<file path="src/rtl/video_timing_pkg.sv">
/*
 * Raster geometry for the 640x480 mode and the raster status bundle that the
 * timing generator hands to the register block and the playfield.
 */
`default_nettype none

package video_timing_pkg;

    localparam int VISIBLE_WIDTH  = 640;
    localparam int VISIBLE_HEIGHT = 480;

    localparam int H_FRONT_PORCH  = 16;
    localparam int H_SYNC_PULSE   = 96;
    localparam int H_BACK_PORCH   = 48;

    localparam int V_FRONT_PORCH  = 10;
    localparam int V_SYNC_PULSE   = 2;
    localparam int V_BACK_PORCH   = 33;

    localparam int TOTAL_WIDTH  = VISIBLE_WIDTH + H_FRONT_PORCH + H_SYNC_PULSE + H_BACK_PORCH;
    localparam int TOTAL_HEIGHT = VISIBLE_HEIGHT + V_FRONT_PORCH + V_SYNC_PULSE + V_BACK_PORCH;

    localparam logic SYNC_POLARITY = 1'b0;     // both syncs active low

    typedef logic [9:0] hres_t;
    typedef logic [9:0] vres_t;

    typedef struct packed {
        hres_t h_count;
        vres_t v_count;
        logic  h_visible;
        logic  v_visible;
        logic  end_of_line;                     // last clock of every line
        logic  end_of_frame;                    // last clock of line 524
        logic  end_of_visible;                  // last clock of line 479
    } raster_t;

endpackage

`default_nettype wire

</file>
<file path="src/rtl/video_cfg_pkg.sv">
/*
 * Register map, reset values and configuration bundles of the video generator.
 * Shared by the register block, the playfield and the top level.
 */
`default_nettype none

package video_cfg_pkg;

    typedef logic [15:0] word_t;
    typedef logic [15:0] addr_t;                // vram word address
    typedef logic [7:0]  color_t;               // palette index
    typedef logic [5:0]  reg_num_t;

    localparam int HPOS_W = 10;                 // width of vid_left / vid_right
    typedef logic [HPOS_W-1:0] hpos_t;

    // register numbers
    localparam reg_num_t REG_VID_CTRL     = 6'd0;    // border colour in [7:0]
    localparam reg_num_t REG_SCANLINE     = 6'd2;    // read only
    localparam reg_num_t REG_VID_LEFT     = 6'd3;
    localparam reg_num_t REG_VID_RIGHT    = 6'd4;
    localparam reg_num_t REG_PF_GFX_CTRL  = 6'd16;   // colorbase [15:8], blank [7]
    localparam reg_num_t REG_PF_DISP_ADDR = 6'd18;
    localparam reg_num_t REG_PF_LINE_LEN  = 6'd19;

    localparam int PIXELS_PER_WORD = 2;          // 8 bpp, high byte first

    // reset values
    localparam color_t BORDER_RESET    = 8'h08;
    localparam word_t  LINE_LEN_RESET  = word_t'(video_timing_pkg::VISIBLE_WIDTH / PIXELS_PER_WORD);
    localparam logic   PF_BLANK_RESET  = 1'b1;   // playfield comes up blanked
    localparam hpos_t  VID_RIGHT_RESET = hpos_t'(video_timing_pkg::VISIBLE_WIDTH);

    typedef struct packed {
        color_t border_color;
        hpos_t  vid_left;                        // first column showing the playfield
        hpos_t  vid_right;                       // first border column on the right
    } vid_cfg_t;

    typedef struct packed {
        logic   blank;
        color_t colorbase;                       // XORed into every pixel index
        addr_t  start_addr;
        word_t  line_len;                        // words added per display line
    } pf_cfg_t;

endpackage

`default_nettype wire

</file>
<file path="src/rtl/bitmap_playfield.sv">
/*
 * 8 bpp bitmap playfield. Prefetches one vram word every two clocks, unpacks
 * the high byte first and applies colorbase and border; syncs are delayed to match.
 */
`default_nettype none
`timescale 1ns/100ps

module bitmap_playfield (
    input  wire logic                      clk,
    input  wire logic                      reset_i,
    input  wire video_timing_pkg::raster_t raster_i,
    input  wire video_cfg_pkg::vid_cfg_t   vid_cfg_i,
    input  wire video_cfg_pkg::pf_cfg_t    pf_cfg_i,
    input  wire logic                      hsync_i,
    input  wire logic                      vsync_i,
    input  wire logic                      dv_de_i,
    output logic                           vram_sel_o,
    output video_cfg_pkg::addr_t           vram_addr_o,
    input  wire video_cfg_pkg::word_t      vram_data_i,
    output video_cfg_pkg::color_t          color_index_o,
    output logic                           hsync_o,
    output logic                           vsync_o,
    output logic                           dv_de_o,
    output logic                           h_blank_o,
    output logic                           v_blank_o
);
    import video_timing_pkg::*;
    import video_cfg_pkg::*;

    localparam int FETCH_LEAD  = 8;                         // clocks ahead of column 0
    localparam int FETCH_START = TOTAL_WIDTH - FETCH_LEAD;
    localparam int FETCH_END   = VISIBLE_WIDTH - FETCH_LEAD;
    localparam int WORD_STAGES = 4;                         // two-word prefetch plus pipeline

    addr_t      line_addr;
    addr_t      fetch_addr;
    addr_t      first_addr;
    logic       next_line_vis;
    logic       word_phase;
    logic       fetch_first;
    logic       fetch_slot;
    logic       rd_valid;
    word_t      word_q [WORD_STAGES];
    color_t     pix1;
    logic       show1;
    logic [1:0] blank_d1;

    always_comb begin
        next_line_vis = (raster_i.v_count == vres_t'(TOTAL_HEIGHT - 1)) ||
                        (raster_i.v_count < vres_t'(VISIBLE_HEIGHT - 1));
        word_phase    = (raster_i.h_count % PIXELS_PER_WORD) == PIXELS_PER_WORD - 1;
        fetch_first   = raster_i.h_count == hres_t'(FETCH_START - 1);
        // row 0 begins at start_addr, later rows one line_len past the current row
        first_addr    = raster_i.v_visible ? line_addr + pf_cfg_i.line_len : pf_cfg_i.start_addr;
        fetch_slot    = word_phase && !pf_cfg_i.blank &&
                        ((raster_i.h_count >= hres_t'(FETCH_START - 1) && next_line_vis) ||
                         (raster_i.h_count < hres_t'(FETCH_END - 1) && raster_i.v_visible));
    end

    always_ff @(posedge clk) begin
        if (reset_i) begin
            vram_sel_o <= 1'b0;
            rd_valid   <= 1'b0;
            line_addr  <= '0;
            fetch_addr <= '0;
        end else begin
            vram_sel_o <= fetch_slot;
            rd_valid   <= vram_sel_o;                       // data returns one clock later
            if (raster_i.end_of_frame) begin
                line_addr <= pf_cfg_i.start_addr;
            end else if (raster_i.end_of_line && raster_i.v_visible) begin
                line_addr <= line_addr + pf_cfg_i.line_len;
            end
            if (fetch_slot) begin
                fetch_addr <= (fetch_first ? first_addr : fetch_addr) + 1'b1;
            end
        end
    end

    always_ff @(posedge clk) begin
        if (fetch_slot) begin
            vram_addr_o <= fetch_first ? first_addr : fetch_addr;
        end
        if (word_phase) begin
            word_q[0] <= rd_valid ? vram_data_i : '0;
            for (int i = 1; i < WORD_STAGES; i++) begin
                word_q[i] <= word_q[i-1];
            end
        end
        // even column takes the high byte
        pix1  <= (word_phase ? word_q[WORD_STAGES-1][7:0] : word_q[WORD_STAGES-1][15:8]) ^
                 pf_cfg_i.colorbase;
        show1 <= !pf_cfg_i.blank && (raster_i.h_count >= vid_cfg_i.vid_left) &&
                 (raster_i.h_count < vid_cfg_i.vid_right);
    end

    always_ff @(posedge clk) begin
        if (reset_i) begin
            color_index_o <= '0;
            hsync_o       <= ~SYNC_POLARITY;
            vsync_o       <= ~SYNC_POLARITY;
            dv_de_o       <= 1'b0;
            blank_d1      <= '1;
            h_blank_o     <= 1'b1;
            v_blank_o     <= 1'b1;
        end else begin
            color_index_o <= show1 ? pix1 : vid_cfg_i.border_color;   // border not XORed
            hsync_o       <= hsync_i;                                 // timing regs are one stage in
            vsync_o       <= vsync_i;
            dv_de_o       <= dv_de_i;
            blank_d1      <= {~raster_i.h_visible, ~raster_i.v_visible};
            {h_blank_o, v_blank_o} <= blank_d1;
        end
    end

    // only the last raster line may fetch outside the visible rows (row 0 prefetch)
    assert property (@(posedge clk) disable iff (reset_i)
        vram_sel_o |-> (raster_i.v_visible || raster_i.v_count == vres_t'(TOTAL_HEIGHT - 1)))
        else $error("vram read outside the fetch rows");

endmodule

`default_nettype wire

</file>
<file path="src/rtl/video_gen.sv">
/*
 * Top level of the video generator. Connects raster timing, the register
 * block and the bitmap playfield to the register port, vram and video pins.
 */
`default_nettype none
`timescale 1ns/100ps

module video_gen (
    input  wire logic                    clk,
    input  wire logic                    reset_i,
    input  wire logic                    reg_wr_i,
    input  wire video_cfg_pkg::reg_num_t reg_num_i,
    input  wire video_cfg_pkg::word_t    reg_data_i,
    output video_cfg_pkg::word_t         reg_data_o,
    output logic                         video_intr_o,
    output logic                         vram_sel_o,
    output video_cfg_pkg::addr_t         vram_addr_o,
    input  wire video_cfg_pkg::word_t    vram_data_i,
    output video_cfg_pkg::color_t        color_index_o,
    output logic                         hsync_o,
    output logic                         vsync_o,
    output logic                         dv_de_o,
    output logic                         h_blank_o,
    output logic                         v_blank_o
);
    import video_timing_pkg::*;
    import video_cfg_pkg::*;

    raster_t  raster;
    vid_cfg_t vid_cfg;
    pf_cfg_t  pf_cfg;
    logic     tm_hsync;                     // undelayed, one stage behind raster
    logic     tm_vsync;
    logic     tm_de;

    video_timing u_timing (
        .clk      (clk),
        .reset_i  (reset_i),
        .raster_o (raster),
        .hsync_o  (tm_hsync),
        .vsync_o  (tm_vsync),
        .dv_de_o  (tm_de)
    );

    video_regs u_regs (
        .clk          (clk),
        .reset_i      (reset_i),
        .reg_wr_i     (reg_wr_i),
        .reg_num_i    (reg_num_i),
        .reg_data_i   (reg_data_i),
        .reg_data_o   (reg_data_o),
        .raster_i     (raster),
        .vid_cfg_o    (vid_cfg),
        .pf_cfg_o     (pf_cfg),
        .video_intr_o (video_intr_o)
    );

    bitmap_playfield u_playfield (
        .clk           (clk),
        .reset_i       (reset_i),
        .raster_i      (raster),
        .vid_cfg_i     (vid_cfg),
        .pf_cfg_i      (pf_cfg),
        .hsync_i       (tm_hsync),
        .vsync_i       (tm_vsync),
        .dv_de_i       (tm_de),
        .vram_sel_o    (vram_sel_o),
        .vram_addr_o   (vram_addr_o),
        .vram_data_i   (vram_data_i),
        .color_index_o (color_index_o),
        .hsync_o       (hsync_o),
        .vsync_o       (vsync_o),
        .dv_de_o       (dv_de_o),
        .h_blank_o     (h_blank_o),
        .v_blank_o     (v_blank_o)
    );

endmodule

`default_nettype wire

</file>
<file path="src/rtl/video_regs.sv">
/*
 * Video configuration registers. A write lands on the edge where reg_wr_i is
 * high; read data for reg_num_i follows one clock later. Also raises vblank irq.
 */
`default_nettype none
`timescale 1ns/100ps

module video_regs (
    input  wire logic                      clk,
    input  wire logic                      reset_i,
    input  wire logic                      reg_wr_i,
    input  wire video_cfg_pkg::reg_num_t   reg_num_i,
    input  wire video_cfg_pkg::word_t      reg_data_i,
    output video_cfg_pkg::word_t           reg_data_o,
    input  wire video_timing_pkg::raster_t raster_i,
    output video_cfg_pkg::vid_cfg_t        vid_cfg_o,
    output video_cfg_pkg::pf_cfg_t         pf_cfg_o,
    output logic                           video_intr_o
);
    import video_cfg_pkg::*;

    word_t rd_data;

    always_ff @(posedge clk) begin
        if (reset_i) begin
            vid_cfg_o.border_color <= BORDER_RESET;
            vid_cfg_o.vid_left     <= '0;
            vid_cfg_o.vid_right    <= VID_RIGHT_RESET;
            pf_cfg_o.blank         <= PF_BLANK_RESET;
            pf_cfg_o.colorbase     <= '0;
            pf_cfg_o.start_addr    <= '0;
            pf_cfg_o.line_len      <= LINE_LEN_RESET;
            video_intr_o           <= 1'b0;
        end else begin
            video_intr_o <= raster_i.end_of_visible;    // once per frame, after row 479
            if (reg_wr_i) begin
                case (reg_num_i)
                    REG_VID_CTRL:     vid_cfg_o.border_color <= reg_data_i[7:0];
                    REG_VID_LEFT:     vid_cfg_o.vid_left     <= hpos_t'(reg_data_i);
                    REG_VID_RIGHT:    vid_cfg_o.vid_right    <= hpos_t'(reg_data_i);
                    REG_PF_GFX_CTRL: begin
                        pf_cfg_o.colorbase <= reg_data_i[15:8];
                        pf_cfg_o.blank     <= reg_data_i[7];
                    end
                    REG_PF_DISP_ADDR: pf_cfg_o.start_addr    <= reg_data_i;
                    REG_PF_LINE_LEN:  pf_cfg_o.line_len      <= reg_data_i;
                    default: ;                                  // scanline and holes ignore writes
                endcase
            end
        end
    end

    always_comb begin
        rd_data = '0;                                           // holes read zero
        case (reg_num_i)
            REG_VID_CTRL:     rd_data = {8'h00, vid_cfg_o.border_color};
            REG_SCANLINE:     rd_data = word_t'(raster_i.v_count);
            REG_VID_LEFT:     rd_data = word_t'(vid_cfg_o.vid_left);
            REG_VID_RIGHT:    rd_data = word_t'(vid_cfg_o.vid_right);
            REG_PF_GFX_CTRL:  rd_data = {pf_cfg_o.colorbase, pf_cfg_o.blank, 7'b0};
            REG_PF_DISP_ADDR: rd_data = pf_cfg_o.start_addr;
            REG_PF_LINE_LEN:  rd_data = pf_cfg_o.line_len;
            default: ;
        endcase
    end

    always_ff @(posedge clk) begin
        reg_data_o <= rd_data;                                  // no side effect on read
    end

    // the interrupt is a single-clock pulse
    assert property (@(posedge clk) disable iff (reset_i) video_intr_o |=> !video_intr_o)
        else $error("video_intr_o high for more than one clock");

endmodule

`default_nettype wire

</file>
<file path="src/rtl/video_timing.sv">
/*
 * Raster timing generator. Free-running pixel counters give the raster status
 * bundle; sync and data-enable are registered from the same counts.
 */
`default_nettype none
`timescale 1ns/100ps

module video_timing (
    input  wire logic                 clk,
    input  wire logic                 reset_i,
    output video_timing_pkg::raster_t raster_o,
    output logic                      hsync_o,
    output logic                      vsync_o,
    output logic                      dv_de_o
);
    import video_timing_pkg::*;

    localparam int H_SYNC_START = VISIBLE_WIDTH + H_FRONT_PORCH;
    localparam int H_SYNC_END   = H_SYNC_START + H_SYNC_PULSE;
    localparam int V_SYNC_START = VISIBLE_HEIGHT + V_FRONT_PORCH;
    localparam int V_SYNC_END   = V_SYNC_START + V_SYNC_PULSE;

    hres_t h_count;
    vres_t v_count;
    logic  h_visible;
    logic  v_visible;
    logic  end_of_line;
    logic  in_hsync;
    logic  in_vsync;

    always_comb begin
        h_visible   = h_count < hres_t'(VISIBLE_WIDTH);
        v_visible   = v_count < vres_t'(VISIBLE_HEIGHT);
        end_of_line = h_count == hres_t'(TOTAL_WIDTH - 1);
        in_hsync    = (h_count >= hres_t'(H_SYNC_START)) && (h_count < hres_t'(H_SYNC_END));
        in_vsync    = (v_count >= vres_t'(V_SYNC_START)) && (v_count < vres_t'(V_SYNC_END));

        raster_o.h_count        = h_count;
        raster_o.v_count        = v_count;
        raster_o.h_visible      = h_visible;
        raster_o.v_visible      = v_visible;
        raster_o.end_of_line    = end_of_line;
        raster_o.end_of_frame   = end_of_line && (v_count == vres_t'(TOTAL_HEIGHT - 1));
        raster_o.end_of_visible = end_of_line && (v_count == vres_t'(VISIBLE_HEIGHT - 1));
    end

    always_ff @(posedge clk) begin
        if (reset_i) begin
            h_count <= '0;
            v_count <= '0;
            hsync_o <= ~SYNC_POLARITY;
            vsync_o <= ~SYNC_POLARITY;
            dv_de_o <= 1'b0;
        end else begin
            h_count <= end_of_line ? '0 : h_count + 1'b1;
            if (end_of_line) begin
                v_count <= (v_count == vres_t'(TOTAL_HEIGHT - 1)) ? '0 : v_count + 1'b1;
            end
            hsync_o <= in_hsync ? SYNC_POLARITY : ~SYNC_POLARITY;    // lags counts by one
            vsync_o <= in_vsync ? SYNC_POLARITY : ~SYNC_POLARITY;
            dv_de_o <= h_visible && v_visible;
        end
    end

    // counters must wrap on the last clock of a line and of a frame
    assert property (@(posedge clk) disable iff (reset_i)
        (h_count < hres_t'(TOTAL_WIDTH)) && (v_count < vres_t'(TOTAL_HEIGHT)))
        else $error("raster counter ran past its total");

endmodule

`default_nettype wire

</file>
<file path="config.mk">
export PLATFORM = sky130hd
export DESIGN_NAME = video_gen
export DESIGN_NICKNAME = d
export VERILOG_FILES = /design/src/rtl/video_timing_pkg.sv /design/src/rtl/video_cfg_pkg.sv /design/src/rtl/bitmap_playfield.sv /design/src/rtl/video_gen.sv /design/src/rtl/video_regs.sv /design/src/rtl/video_timing.sv
export SDC_FILE = /design/constraint.sdc
export NUM_CORES = 1
export LEC_CHECK = 0
export ABC_AREA = 1
export ABC_CLOCK_PERIOD_IN_PS = 4800
export BUFFER_PORTS_ARGS = -buffer_cell sky130_fd_sc_hd__clkbuf_2
export CORE_MARGIN = 4
export CORE_UTILIZATION = 60
export CTS_CLUSTER_SIZE = 25
export DETAILED_ROUTE_END_ITERATION = 7
export HOLD_SLACK_MARGIN = 0.03
export PLACE_DENSITY = 0.8
export SLEW_MARGIN = 20
export SYNTH_ARGS = -nofsm -noshare
export SYNTH_HDL_FRONTEND = slang
export SYNTH_SLANG_ARGS = --single-unit
</file>
<file path="constraint.sdc">
create_clock -name clk -period 4.8 [get_ports clk]
set_clock_uncertainty 0.15 [all_clocks]
set_input_delay 0 -clock clk [delete_from_list [all_inputs] [get_ports clk]]
set_output_delay 0 -clock clk [all_outputs]
set_load 0.01 [all_outputs]
</file>
======== Word level (Yosys, flattened, before mapping) ========
Memories as Yosys holds them, arrays and structs flattened.
Index checks and enable logic that the tools add are counted.
cells by class
  add/subtract/negate cells ............... 4
  $lt $le $gt $ge ......................... 11
  eq/ne operators ......................... 10
  muxes and demuxes ....................... 13
  bitwise operators ....................... 3
  reduce and logical (&&, ||, !) cells .... 24
operator list
  kind                   number
  $pmux 16 s7            1
  $mux 16                5
  $eq 10x10->1 const B   3
  $lt 10x10->1 const B   3
  $lt 10x9->1 const B    3
  $add 10x1->10 const B  2
  $ge 10x10->1 const B   2
  $eq 6x5->1 const B     3
  $add 16x1->16 const B  1
  $add 16x16->16         1
  $mux 8                 2
  $eq 6x2->1 const B     2
  $logic_and 1x1->1      12
  $reduce_and 2->1       6
  $eq 10x9->1 const B    1
  $ge 10x10->1           1
  $ge 10x9->1 const B    1
  $lt 10x10->1           1
  $mux 10                1
  $xor 8x8->8            1
  $eq 6x3->1 const B     1
  $logic_not 6->1        1
  $mux 1                 4
  $logic_or 1x1->1       2
  other kinds (4)        5
storage, ports and cells
  register bits ........................... 183
  memory bits (writable) .................. 64
  word-level logic and storage cells ...... 94
  memories ................................ 1
memories
  memory              words  bits a word  rd ports  clocked after memory_dff  write ports  line                    text
  u_playfield.word_q  4      16           4         0                         4            bitmap_playfield.sv:43  word_t word_q [WORD_STAGES];

======== Logic depth before layout (Yosys ltp) ========
Gate-level depths: netlist (run 1).
  depth after elaboration ................. 5
  depth in mapped cells ................... 19

======== Cells and area by module ========
Synthesis (run 1) repeated with hierarchy kept, for this count alone.
unflattened totals
  cells, all modules ...................... 1,632
  area, all modules ....................... 12,386.9 um^2
by module, submodules not included
  module            times used  cells an instance  area each (um^2)
  bitmap_playfield  1           857                7,141.8
  video_regs        1           597                3,996.3
  video_timing      1           178                1,248.7

======== Worst setup path after synthesis (run 1) ========
No wires, ideal clock.
  path kind ............................... reg-to-reg
  start ................................... reg u_timing.h_count[0]
  end ..................................... reg u_playfield.fetch_addr[12]
  data arrival time ....................... 4.021 ns
  data required time ...................... 4.537 ns
  path slack .............................. 0.516 ns
  stages on the path, launching flop included .. 19
  period minus slack after synthesis ...... 4.284 ns
  path through ............................ dfxtp_1 ha_1 nand2_1 nor2_2 nand4_1 nor2_1 nand2_1 o21a_2 inv_1 ha_1 nand3_1 nor2_2 nand4_2 nor2_4 nand2_1 nand2_1 nand2_1 o21ai_1 inv_1
between the ends
  word-level cells in the longest chain between the ends .. 4
  elaborated cells on any way between the ends .. 10
ends and longest elaborated chain
  what                                                   line                    text
  start, declared                                        video_timing.sv:23      hres_t h_count;
  start signal, assigned                                 video_timing.sv:55      h_count <= end_of_line ? '0 : h_count + 1'b1;
  branches (longest 4 deep; another with $add 16x1->16)  --
  end signal, assigned                                   bitmap_playfield.sv:75  fetch_addr <= (fetch_first ? first_addr : fetch_addr) + 1'b1;
  end, declared                                          bitmap_playfield.sv:36  addr_t fetch_addr;
Parallel ways; which one is timed is not known.
A chain may end at the register's enable or synchronous reset.

======== Worst setup path after layout (run 1) ========
  start ................................... in reg_num_i[3]
  end ..................................... reg u_regs.pf_cfg_o[35] (netlist name)
between the ends
  word-level cells in the longest chain between the ends .. 2
ends and longest elaborated chain
  what                               line              text
  start, declared                    video_gen.sv:12   input wire video_cfg_pkg::reg_num_t reg_num_i,
  $eq 6x5->1                         video_regs.sv:37  case (reg_num_i)
  $reduce_and 2->1 (no source line)  --
  end, declared                      video_regs.sv:17  output video_cfg_pkg::pf_cfg_t pf_cfg_o,
No other way between the ends.

==> results of run 1 <==
-- power by group --
| group | switching (mW) | internal (mW) |
|---|---|---|
| sequential | 0.0173 | 2.20 |
| clock | 0.819 | 1.24 |
| combinational | 0.102 | 0.0625 |
-- logic make-up after synthesis --
family,count (synthesis),synth area share (%)
flip-flops,247,51.6
adder cells (fa/ha/maj),40,4.56
buffers and inverters,201,7.07
XOR/XNOR,23,1.81
AO/OA/AOI/OAI,264,13.4
AND/OR/NAND/NOR,555,21.6
-- timing repair --
item	in CTS	in global routing
setup buffers	0	0
hold buffers	43	0
resized for setup	0	0
hold endpoints to repair	98	0
-- registers in the layout (all words and copies together) (netlist names), 2 cells and up --
| name | flops |
|---|---|
| u_regs.pf_cfg_o | 41 |
| u_playfield.color_index_o | 8 |
| u_timing.v_count | 10 |
| u_playfield.vram_addr_o | 16 |
| u_playfield.blank_d1 | 2 |
| u_playfield.word_q | 64 |
| u_playfield.line_addr | 16 |
| u_regs.reg_data_o | 16 |
| u_playfield.fetch_addr | 16 |
| u_regs.vid_cfg_o | 28 |
| u_timing.h_count | 10 |
| u_playfield.pix1 | 8 |
-- final cells by class --
type	instances	area, sq um	area share, %
inverters	164	621	4.77
multi-input cells	882	4600	35.3
clock inverters	13	180	1.38
clock buffers	33	696	5.34
well taps	229	287	2.20
flip-flops and latches	247	5750	44.1
repair buffers	134	896	6.88
-- layer usage --
layer  share of wire, %  track usage, %  wire, um
met5                  0               0         0
met4                4.6            11.6      1390
met3                7.3            4.10      2180
met2                 47            48.4     14200
met1                 41            37.7     12100
-- per-stage QoR --
step	utilization, %	hold WS, ns	instance area [sq um]
after floorplan	-	-0.0368	11100
after global placement	64.8	0.105	11700
after detailed placement	64.8	0.107	11700
after CTS	72.0	0.0795	13000
after global routing	72.0	0.138	13000
final	72.0	0.0869	13000
-- synth_stat cells (4+ instances only) --
master,count
inv_1,154
buf_2,4
nand3b_1,4
or2_2,4
o21ai_1,12
nand2_1,254
a211oi_1,4
ha_1,39
dfxtp_1,167
o22ai_1,4
a21oi_1,100
nand3_1,59
inv_2,7
xor2_1,18
nor4_1,4
edfxtp_1,80
a221oi_1,9
o2111ai_1,4
o21ai_0,97
nor2_4,8
nand2_2,7
nor2_1,175
xnor2_1,5
clkbuf_1,29
a22oi_1,4
nor3_1,12
o211ai_1,15
nand4_1,13
-- worst min-delay path by stage --
stage	from	endpoint	slack, ns	cells past startpoint
finish	reset_i	u_playfield.dv_de_o$_SDFF_PP0_	0.09	2
global route	vram_data_i[15]	u_playfield.word_q[0][15]$_SDFFCE_PN0P_	0.14	4
CTS	reset_i	u_timing.v_count[7]$_SDFFE_PP0P_	0.08	2
detailed placement	vram_data_i[14]	u_playfield.word_q[0][14]$_SDFFCE_PN0P_	0.11	3
global placement	vram_data_i[14]	u_playfield.word_q[0][14]$_SDFFCE_PN0P_	0.10	3
floorplan	reg_data_i[3]	u_regs.vid_cfg_o[23]$_SDFFE_PP1P_	-0.04	2
-- worst register-to-register path, stage by stage (launching register included) --
cell and delay, ns:
dfxtp_1 0.41, ha_1 0.20, nand2_1 0.13, nor2_2 0.22, nand4_1 0.12, nor2_1 0.37, nand2_1 0.11, o21a_2 0.17
inv_1 0.08, ha_1 0.18, nand3_1 0.10, nor2_2 0.17, nand4_2 0.16, nor2_4 0.18, nand2_1 0.08, nand2_1 0.06
nand2_1 0.05, o21ai_1 0.14, inv_1 0.05
==> metrics.txt, run 1 <==
most frequent cells in the layout nand2_1, nor2_1, dfxtp_1; buffers and inverters on the worst path 6; leading area contributor after synthesis dfxtp_1; Skew-Pair Late Insertion Delay 0.53 ns; Fillers 1323; CTS tree done; CP startpoint reg_num_i[3]; Root Driver clkbuf_16; post-synth cell types 51; RSZ-0062 raised after global routing no; ANT nets after route 0; Post-synth ARST share 0%; GP Congestion 0.965; Post-Layout Cell Count 1702; Die ar. 20800 sq um; GRT overflow 0; Synth area leaders dfxtp_1, edfxtp_1, nand2_1, nor2_1, inv_1; Place WS 1.65 ns; IO Pins 88; critical path arrival 3.48 ns; Synthesized Nets 1411; fin worst setup slack 1.59 ns; Final Hold Vio Count 0; Final Total Pwr 4.45 mW; RR Endpoint u_playfield.fetch_addr[12]$_SDFFE_PP0P_; CTS Buffer Depth 3; Tcrit/Tclk final 66.9%; top-area cell type share of the netlist area 30.0%; sequential fraction of the synthesis area 51.6%; Iteration-0 DRC Markers 901; worst rel slew slack 38.5%; Top delay family on crit path buffers and inverters; Vias 9682; TritonCTS Buffers 25; Area Overhead vs Synth 17.0%; Setup TNS 0 ns; Mean Syn Cell Area 8.37 sq um; ANT cells 0; Starting Density 61.5%; Worst Path Required 5.07 ns; most frequent CP cell nor2_1; Critical path destination u_regs.pf_cfg_o[35]$_SDFFE_PP0P_; minimum clock period 3.21 ns; Synth Register Bits 247; r2r setup slk 1.59 ns; NumNets Final 1535; CP startpoint kind primary input; Pleak 5.86 nW; commonest non-fill, non-tap cell in the layout nand2_1; DRC 0; initial antenna violation count 0; largest net degree at the start of global routing 77; Crit. End Element register; Synth Warn # 0; CP cell instances dlygate4sd3_1 > clkbuf_2 > nor2_1 > dlygate4sd3_1 > nand2_1 > nor3_2 > inv_1 > nor2_1 > inv_1 > nor2_1 > nor2_1 > dlygate4sd3_1; Max VDD drop 0.000401 V; worst-case reg-to-reg path depth 18; drt wl/cell 17.5 um; area of the core 18100 sq um; layout cell share with drive strength beyond 1 12.2%; max-cap violation count 0; chip width 144 um; Worst path slowest cell dlygate4sd3_1; vias in the first global route 9203; critical path depth in cells 12; fmax 312 MHz; die height 144 um; CTS H-tree lvls 1; Mapped Area 11100 sq um; status complete, no violations; Total GRT Usage 28.8%; DRT Pass-1 Iters 6; worst hold path class in -> reg; hpwl dp 19800 um; Critical R2R Launch u_timing.h_count[1]$_SDFF_PP0_; FP Rows 49; Worst Tran Pin Value 0.923 ns; CP max stage delay 0.58 ns; via density per instance 5.69; routed wire length 29900 um; Most used DFF post-synth dfxtp_1; first-pass GRT wire length 47300 um; Clock Sink Count 247; Final Max Slew Viols 0; dpl cells 1613; setup violators final 0; Mapped Cells 1330; crit-path max FO 11; Worst-path clk slew 0.07 ns; PD cells 341 nW/um^2; IO Port Bufs 87; critical path type in -> reg; EDFF count, synth 80
No activity file was read; power rests on OpenSTA's default activity.
==> run 2: changes to the inputs <==
Settings changed: ABC_AREA 1 to 0, ABC_CLOCK_PERIOD_IN_PS 4800 to 3200.
Clock period 4.8 ns to 3.2 ns, I/O delays scaled along.
==> run 2 against run 1 <==
The flow now finishes with violations (setup timing). Final cell count decreased by 9.8%. Total power up 43%. Cell area grew 3.7%. Sequential cell count unchanged. Register-to-register slack got worse by 1.6 ns. Critical path type is now reg -> reg. Largest power group unchanged.
==> metrics.txt, run 2 <==
sequential power share 52.4% (+2.4 points); Largest regs u_playfield.word_q (64), u_regs.pf_cfg_o (41), u_regs.vid_cfg_o (28); worst hold path class in -> reg; Critical R2R Launch u_regs.pf_cfg_o[0]$_SDFFE_PP0P_; top-area cell type share of the netlist area 30.3% (+0.30 points); Place WS -0.167 ns (-1.82 ns); multi-input logic area 5070 sq um (+10%); commonest non-fill, non-tap cell in the layout dfxtp_1; Setup TNS -0.0598 ns (-0.0598 ns); Worst-path clk slew 0.06 ns (about the same); CP startpoint kind register; fmax 307 MHz; ANT nets after route 0 (unchanged); EDFF count, synth 80 (unchanged); CTS H-tree lvls 1 (unchanged); layout cell share with drive strength beyond 1 19.8% (+7.6 points); crit-path max FO 4 (-7); initial antenna violation count 0 (unchanged); drt wl/cell 18.3 um (+4.2%); IO Port Bufs 87 (unchanged); CTS Buffer Depth 3 (unchanged); Synth area leaders dfxtp_1, edfxtp_1, mux2i_1, nand2_1, ha_1; DRC 0 (unchanged); ANT cells 0 (unchanged); leading area contributor after synthesis dfxtp_1; Final Max Slew Viols 0 (unchanged); Starting Density 61.1% (-0.41 points); Most used DFF post-synth dfxtp_1; Max VDD drop 0.000491 V (+22%); final instance area 13500 sq um (+3.7%); critical hold path startpoint vram_data_i[15]; Worst Tran Pin Value 0.943 ns (+0.0195 ns); Comb power frac 4.3% (+0.6 points); TritonCTS Buffers 25 (unchanged); Tcrit/Tclk final 102%; minimum clock period 3.25 ns; FP Rows 49 (unchanged); critical path arrival 3.55 ns (+0.07 ns); Synth Warn # 0 (unchanged); Total GRT Usage 27.3% (-1.4 points); first-pass GRT wire length 45200 um (-4.5%); critical path type reg -> reg; CTS tree done; status complete, but fails checks; CP cell instances ha_4 > fa_2 > a21o_1 > a221o_1 > buf_6 > a32oi_2 > a21oi_2 > and3_1 > nor3_2 > buf_4 > o2111ai_2 > or4_4 > o221ai_2; Synth Register Bits 247 (unchanged); Skew-Pair Late Insertion Delay 0.52 ns (about the same); internal power 4.99 mW (+42%); max-cap violation count 0 (unchanged); fin worst setup slack -0.0524 ns (-1.64 ns); Post-synth ARST share 0% (unchanged); worst hold slack 0.142 ns (+0.0548 ns); hpwl dp 19000 um (-4.0%); Die ar. 20600 sq um (-0.94%); sequential fraction of the synthesis area 52.1% (+0.52 points); GRT overflow 0 (unchanged); switching share of power 21.5% (+0.41 points); Top reg by flops u_playfield.word_q; Worst Path Required 3.49 ns (-1.58 ns); failing checks setup timing; Final Hold Vio Count 0 (unchanged); Final Total Pwr 6.35 mW (+43%); setup violators final 2 (+2); via density per instance 5.93 (+4.2%); clock power share 43.4% (-2.9 points); GP Congestion 0.925 (-4.1%); P_sw 1.37 mW (+46%); Post-Layout Cell Count 1535 (-9.8%); Crit. End Element register; Mean Syn Cell Area 9.87 sq um (+18%); Pleak 5.38 nW (-8.2%); most frequent cells in the layout dfxtp_1, nand2_1, nor2_1; Area Overhead vs Synth 22.6%; Fillers 1249 (-5.6%); IO Pins 88 (unchanged); Synthesized Nets 1198 (-15%); DRT Pass-1 Iters 6 (unchanged); sequential cell area 5750 sq um (+0.13%); chip width 144 um (-0.47%); RSZ-0062 raised after global routing yes; largest net degree at the start of global routing 87 (+13%); Vias 9103 (-6.0%); Iteration-0 DRC Markers 895 (-0.67%); Mapped Area 11000 sq um (-1.0%); NumNets Final 1368 (-11%); dpl cells 1434 (-11%); CP max stage delay 0.50 ns (-0.08 ns); Cell Area, Placed 12100 sq um (+3.0%); area of the core 18000 sq um (-0.34%); Largest register FFs 64 (unchanged); most common cell in the netlist dfxtp_1; post-synth cell types 73 (+43%); routed wire length 28100 um (-6.0%); Mapped Cells 1117 (-16%); PD cells 471 nW/um^2 (+38%); commonest cells in the netlist dfxtp_1, nand2_1, nor2_1; vias in the first global route 8763 (-4.8%); Worst path slowest cell or4_4; Clock Sink Count 247 (unchanged); Root Driver clkbuf_16; worst rel slew slack 37.2% (-1.3 points); CP startpoint u_regs.pf_cfg_o[0]$_SDFFE_PP0P_; die height 144 um (-0.47%); Post-Route Utilization 74.9% (+2.9 points)
run 2: power by group through the flow:
stage	Sequential (mW)	Clock (mW)	Combinational (mW)
finish	3.33	2.75	0.273
global route	3.33	2.94	0.294
CTS	3.33	2.79	0.266
detailed placement	3.39	0	0.225
global placement	3.39	0	0.218
floorplan	3.40	0	0.122
run 2: metal layers:
metal  share of wire, %  wire (um)  up-vias  global-route usage, %
met3                6.3       1770       79                   3.46
met2                 50      14100      382                   47.8
met1                 40      11300     4353                   35.0
met5                  0          0        -                      0
li1                   -          -     4289                      -
met4                3.2        889        0                   9.51
run 2: final cells by class:
cell class,count,area share [%]
tap,229,2.12
inverter,39,1.08
sequential,247,42.6
clock inverter,14,0.750
clock buffer,32,4.98
timing repair buffer,204,10.9
multi-input combinational,770,37.5
run 2: path summary, 6_finish.rpt:
check / to / slack [ns] / cells past startpoint
worst max-delay path: u_playfield.fetch_addr[15]$_SDFFE_PP0P_ / -0.05 / 13
worst min-delay path: u_playfield.word_q[0][15]$_SDFFCE_PN0P_ / 0.14 / 3
worst max register to register: u_playfield.fetch_addr[15]$_SDFFE_PP0P_ / -0.05 / 13
worst min register to register: u_playfield.v_blank_o$_SDFF_PP1_ / 0.26 / 1
run 2: cell families (layout without fill, tap and decap cells):
kind of cell	after synthesis	in the layout	synth area share (%)
AND/OR/NAND/NOR	403	403	17.1
flip-flops	247	247	52.1
AO/OA/AOI/OAI	216	216	13.0
buffers and inverters	100	289	3.47
multiplexers	65	65	6.00
XOR/XNOR	46	46	3.66
adder cells (fa/ha/maj)	40	40	4.61
run 2: worst max-delay path: cells and delay by family (launching register included):
kind / cells / cell delay [ns]
compound gates: 6 / 1.00
fa+ha+maj: 2 / 0.49
buf+inv: 2 / 0.33
flops: 1 / 0.33
simple gates: 3 / 0.86
run 2: repair_timing:
| item | 4_1_cts | 5_1_grt |
|---|---|---|
| resized for setup | 4 | 29 |
| endpoints found under the hold margin | 123 | 0 |
| hold buffers | 46 | 0 |
| gates cloned | 0 | 0 |
| buffers inserted | 4 | 5 |
| pin swaps | 11 | 10 |
| setup endpoints to repair | 7 | 11 |
==> run 3: changes to the inputs <==
--- a/config.mk
+++ b/config.mk
@@ -11,3 +11,3 @@
 export CORE_MARGIN = 4
-export CORE_UTILIZATION = 60
+export CORE_UTILIZATION = 45
 export CTS_CLUSTER_SIZE = 25
@@ -15,3 +15,3 @@
 export HOLD_SLACK_MARGIN = 0.03
-export PLACE_DENSITY = 0.8
+export SETUP_SLACK_MARGIN = 0.3
 export SLEW_MARGIN = 20
--- a/constraint.sdc
+++ b/constraint.sdc
@@ -4,2 +4,2 @@
 set_output_delay 0 -clock clk [all_outputs]
-set_load 0.01 [all_outputs]
+set_load 0.02 [all_outputs]
==> run 3 against run 2 <==
Sequential power hardly changed. Clock-buffer cell count is 1 lower. The run now ends clean. Clock power is 9.8% higher. Utilization is 18 points lower. Sequential cell count stayed put. Non-clock buffer count is 2 lower. Via count is 4.4% lower. Total power is 4.2% higher. Worst setup slack better by 0.072 ns. Maximum frequency is 2.3% higher. Highest routed layer unchanged.
==> metrics.txt, run 3 (synthesis gave the netlist of run 2 again) <==
via density per instance 5.34 (-9.9%); RSZ-0062 raised after global routing yes; setup violators final 0 (-2); Top delay family on crit path compound AO/OA/AOI/OAI gates; layout cell share with drive strength beyond 1 21.4% (+1.5 points); Die ar. 27100 sq um (+31%); TritonCTS Buffers 26 (+4.0%); Area Overhead vs Synth 25.4%; buffers and inverters on the worst path 0 (-2); Starting Density 45.6% (-16 points); initial antenna violation count 0 (unchanged); routed wire length 28400 um (+1.0%); DRT Pass-1 Iters 7 (+1); Final Hold Vio Count 0 (unchanged); hpwl dp 20100 um (+6.2%); Top reg by flops u_playfield.word_q; die height 164 um (+15%); final instance area 13800 sq um (+2.4%); max-cap violation count 0 (unchanged); drt wl/cell 17.4 um (-4.9%); Total GRT Usage 20.9% (-6.4 points); area of the core 24200 sq um (+34%); CTS tree done; CTS H-tree lvls 1 (unchanged); Tcrit/Tclk final 99.4% (-2.3 points); minimum clock period 3.18 ns (-0.0722 ns); Pleak 5.43 nW (+0.84%); GRT overflow 0 (unchanged); worst rel slew slack 36.4% (-0.74 points); CP max stage delay 0.49 ns (about the same); ANT cells 0 (unchanged); switching share of power 21.7% (+0.19 points); Worst path slowest cell or4_1; fmax 314 MHz (+2.3%); Crit. End Element register; sequential power share 50.2% (-2.2 points); CP startpoint kind register; most frequent cells in the layout dfxtp_1, nand2_1, nor2_1; GP Congestion 0.864 (-6.6%); internal power 5.18 mW (+3.9%); Worst Path Required 3.50 ns (about the same); CTS Buffer Depth 3 (unchanged); Skew-Pair Late Insertion Delay 0.54 ns (+0.02 ns); Largest register FFs 64 (unchanged); Cell Area, Placed 12200 sq um (+1.3%); Vias 8707 (-4.4%); IO Pins 88 (unchanged); Max VDD drop 0.000384 V (-22%); crit-path max FO 5 (+1); Comb power frac 4.1% (-0.2 points); worst hold slack 0.128 ns (-0.0135 ns); PD cells 479 nW/um^2 (+1.8%); critical path arrival 3.48 ns (-0.07 ns); Largest regs u_playfield.word_q (64), u_regs.pf_cfg_o (41), u_regs.vid_cfg_o (28); ANT nets after route 0 (unchanged); FP Rows 57 (+16%); DRC 0 (unchanged); worst hold path class in -> reg; CP cell instances ha_4 > fa_2 > a21o_1 > a221o_2 > a221o_1 > mux2i_2 > a211oi_2 > nand4_2 > or4_1 > o221ai_1; Worst-path clk slew 0.07 ns (about the same); largest net degree at the start of global routing 84 (-3.4%); IO Port Bufs 87 (unchanged); Clock Sink Count 247 (unchanged); Final Max Slew Viols 0 (unchanged); P_sw 1.44 mW (+5.1%); vias in the first global route 8317 (-5.1%); NumNets Final 1367 (-0.073%); chip width 164 um (+15%); critical path type reg -> reg; status complete, no violations; Iteration-0 DRC Markers 586 (-35%); Post-Route Utilization 57.2% (-18 points); first-pass GRT wire length 45300 um (+0.35%); clock power share 45.6% (+2.2 points); commonest non-fill, non-tap cell in the layout dfxtp_1; Root Driver clkbuf_16; Worst Tran Pin Value 0.954 ns (+0.0111 ns)
## run 3: path summary, 6_finish.rpt
check | startpoint | endpoint | slack [ns] | depth (start not counted)
hold / removal | reg_data_i[13] | u_regs.pf_cfg_o[13]$_SDFFE_PP0P_ | 0.13 | 4
hold reg to reg | u_timing.hsync_o$_SDFF_PP1_ | u_playfield.hsync_o$_SDFF_PP1_ | 0.25 | 1
setup / recovery | u_regs.pf_cfg_o[0]$_SDFFE_PP0P_ | u_playfield.fetch_addr[15]$_SDFFE_PP0P_ | 0.02 | 10
setup reg to reg | u_regs.pf_cfg_o[0]$_SDFFE_PP0P_ | u_playfield.fetch_addr[15]$_SDFFE_PP0P_ | 0.02 | 10
## run 3: power groups by stage
stage               Clock (mW)  Sequential (mW)  Combinational (mW)
detailed placement           0             3.39               0.235
finish                    3.02             3.33               0.273
global route              3.23             3.33               0.300
CTS                       3.08             3.33               0.274
floorplan                    0             3.41               0.122
global placement             0             3.39               0.232
## run 3: layer usage
layer | vias to the layer above | track usage (%) | part of all wire [%]
met1 | 4136 | 30.1 | 47
met2 | 241 | 33.8 | 46
li1 | 4288 | - | -
met4 | 0 | 4.23 | 1.6
met5 | - | 0 | 0
met3 | 42 | 3.19 | 5.9
## run 3: final cells by class
type / count / area, sq um
clock buffers: 31 / 679
well taps: 324 / 405
repair buffers: 202 / 1480
fillers: 2143 / 10400
clock inverters: 17 / 178
inverters: 39 / 146
flip-flops and latches: 247 / 5750
multi-input cells: 770 / 5180
## run 3: metrics by stage
step	setup slack (ns)	power, mW	instances	TNS (ns)
6_report	0.0199	6.62	1630	0
5_1_grt	-0.116	6.86	1630	-0.283
4_1_cts	0.0500	6.68	1628	0
3_5_place_dp	-0.0925	3.63	1529	-0.132
3_3_place_gp	-0.0498	3.62	1529	-0.0498
2_1_floorplan	0.0455	3.53	1117	0
## run 3: worst register-to-register path, delay by kind of cell, from the launching register on
kind | cells | cell delay, ns
multiplexers | 1 | 0.18
adder cells (fa/ha/maj) | 2 | 0.50
AND/OR/NAND/NOR | 2 | 0.63
AO/OA/AOI/OAI | 5 | 1.31
flip-flops | 1 | 0.34
## run 3: repair_timing
item / CTS / global route
endpoints found under the setup margin: 11 / 12
hold buffers: 40 / 0
cloned: 1 / 0
pin swaps: 21 / 8
resized for setup: 22 / 22
endpoints found under the hold margin: 133 / 0
setup buffers: 10 / 2
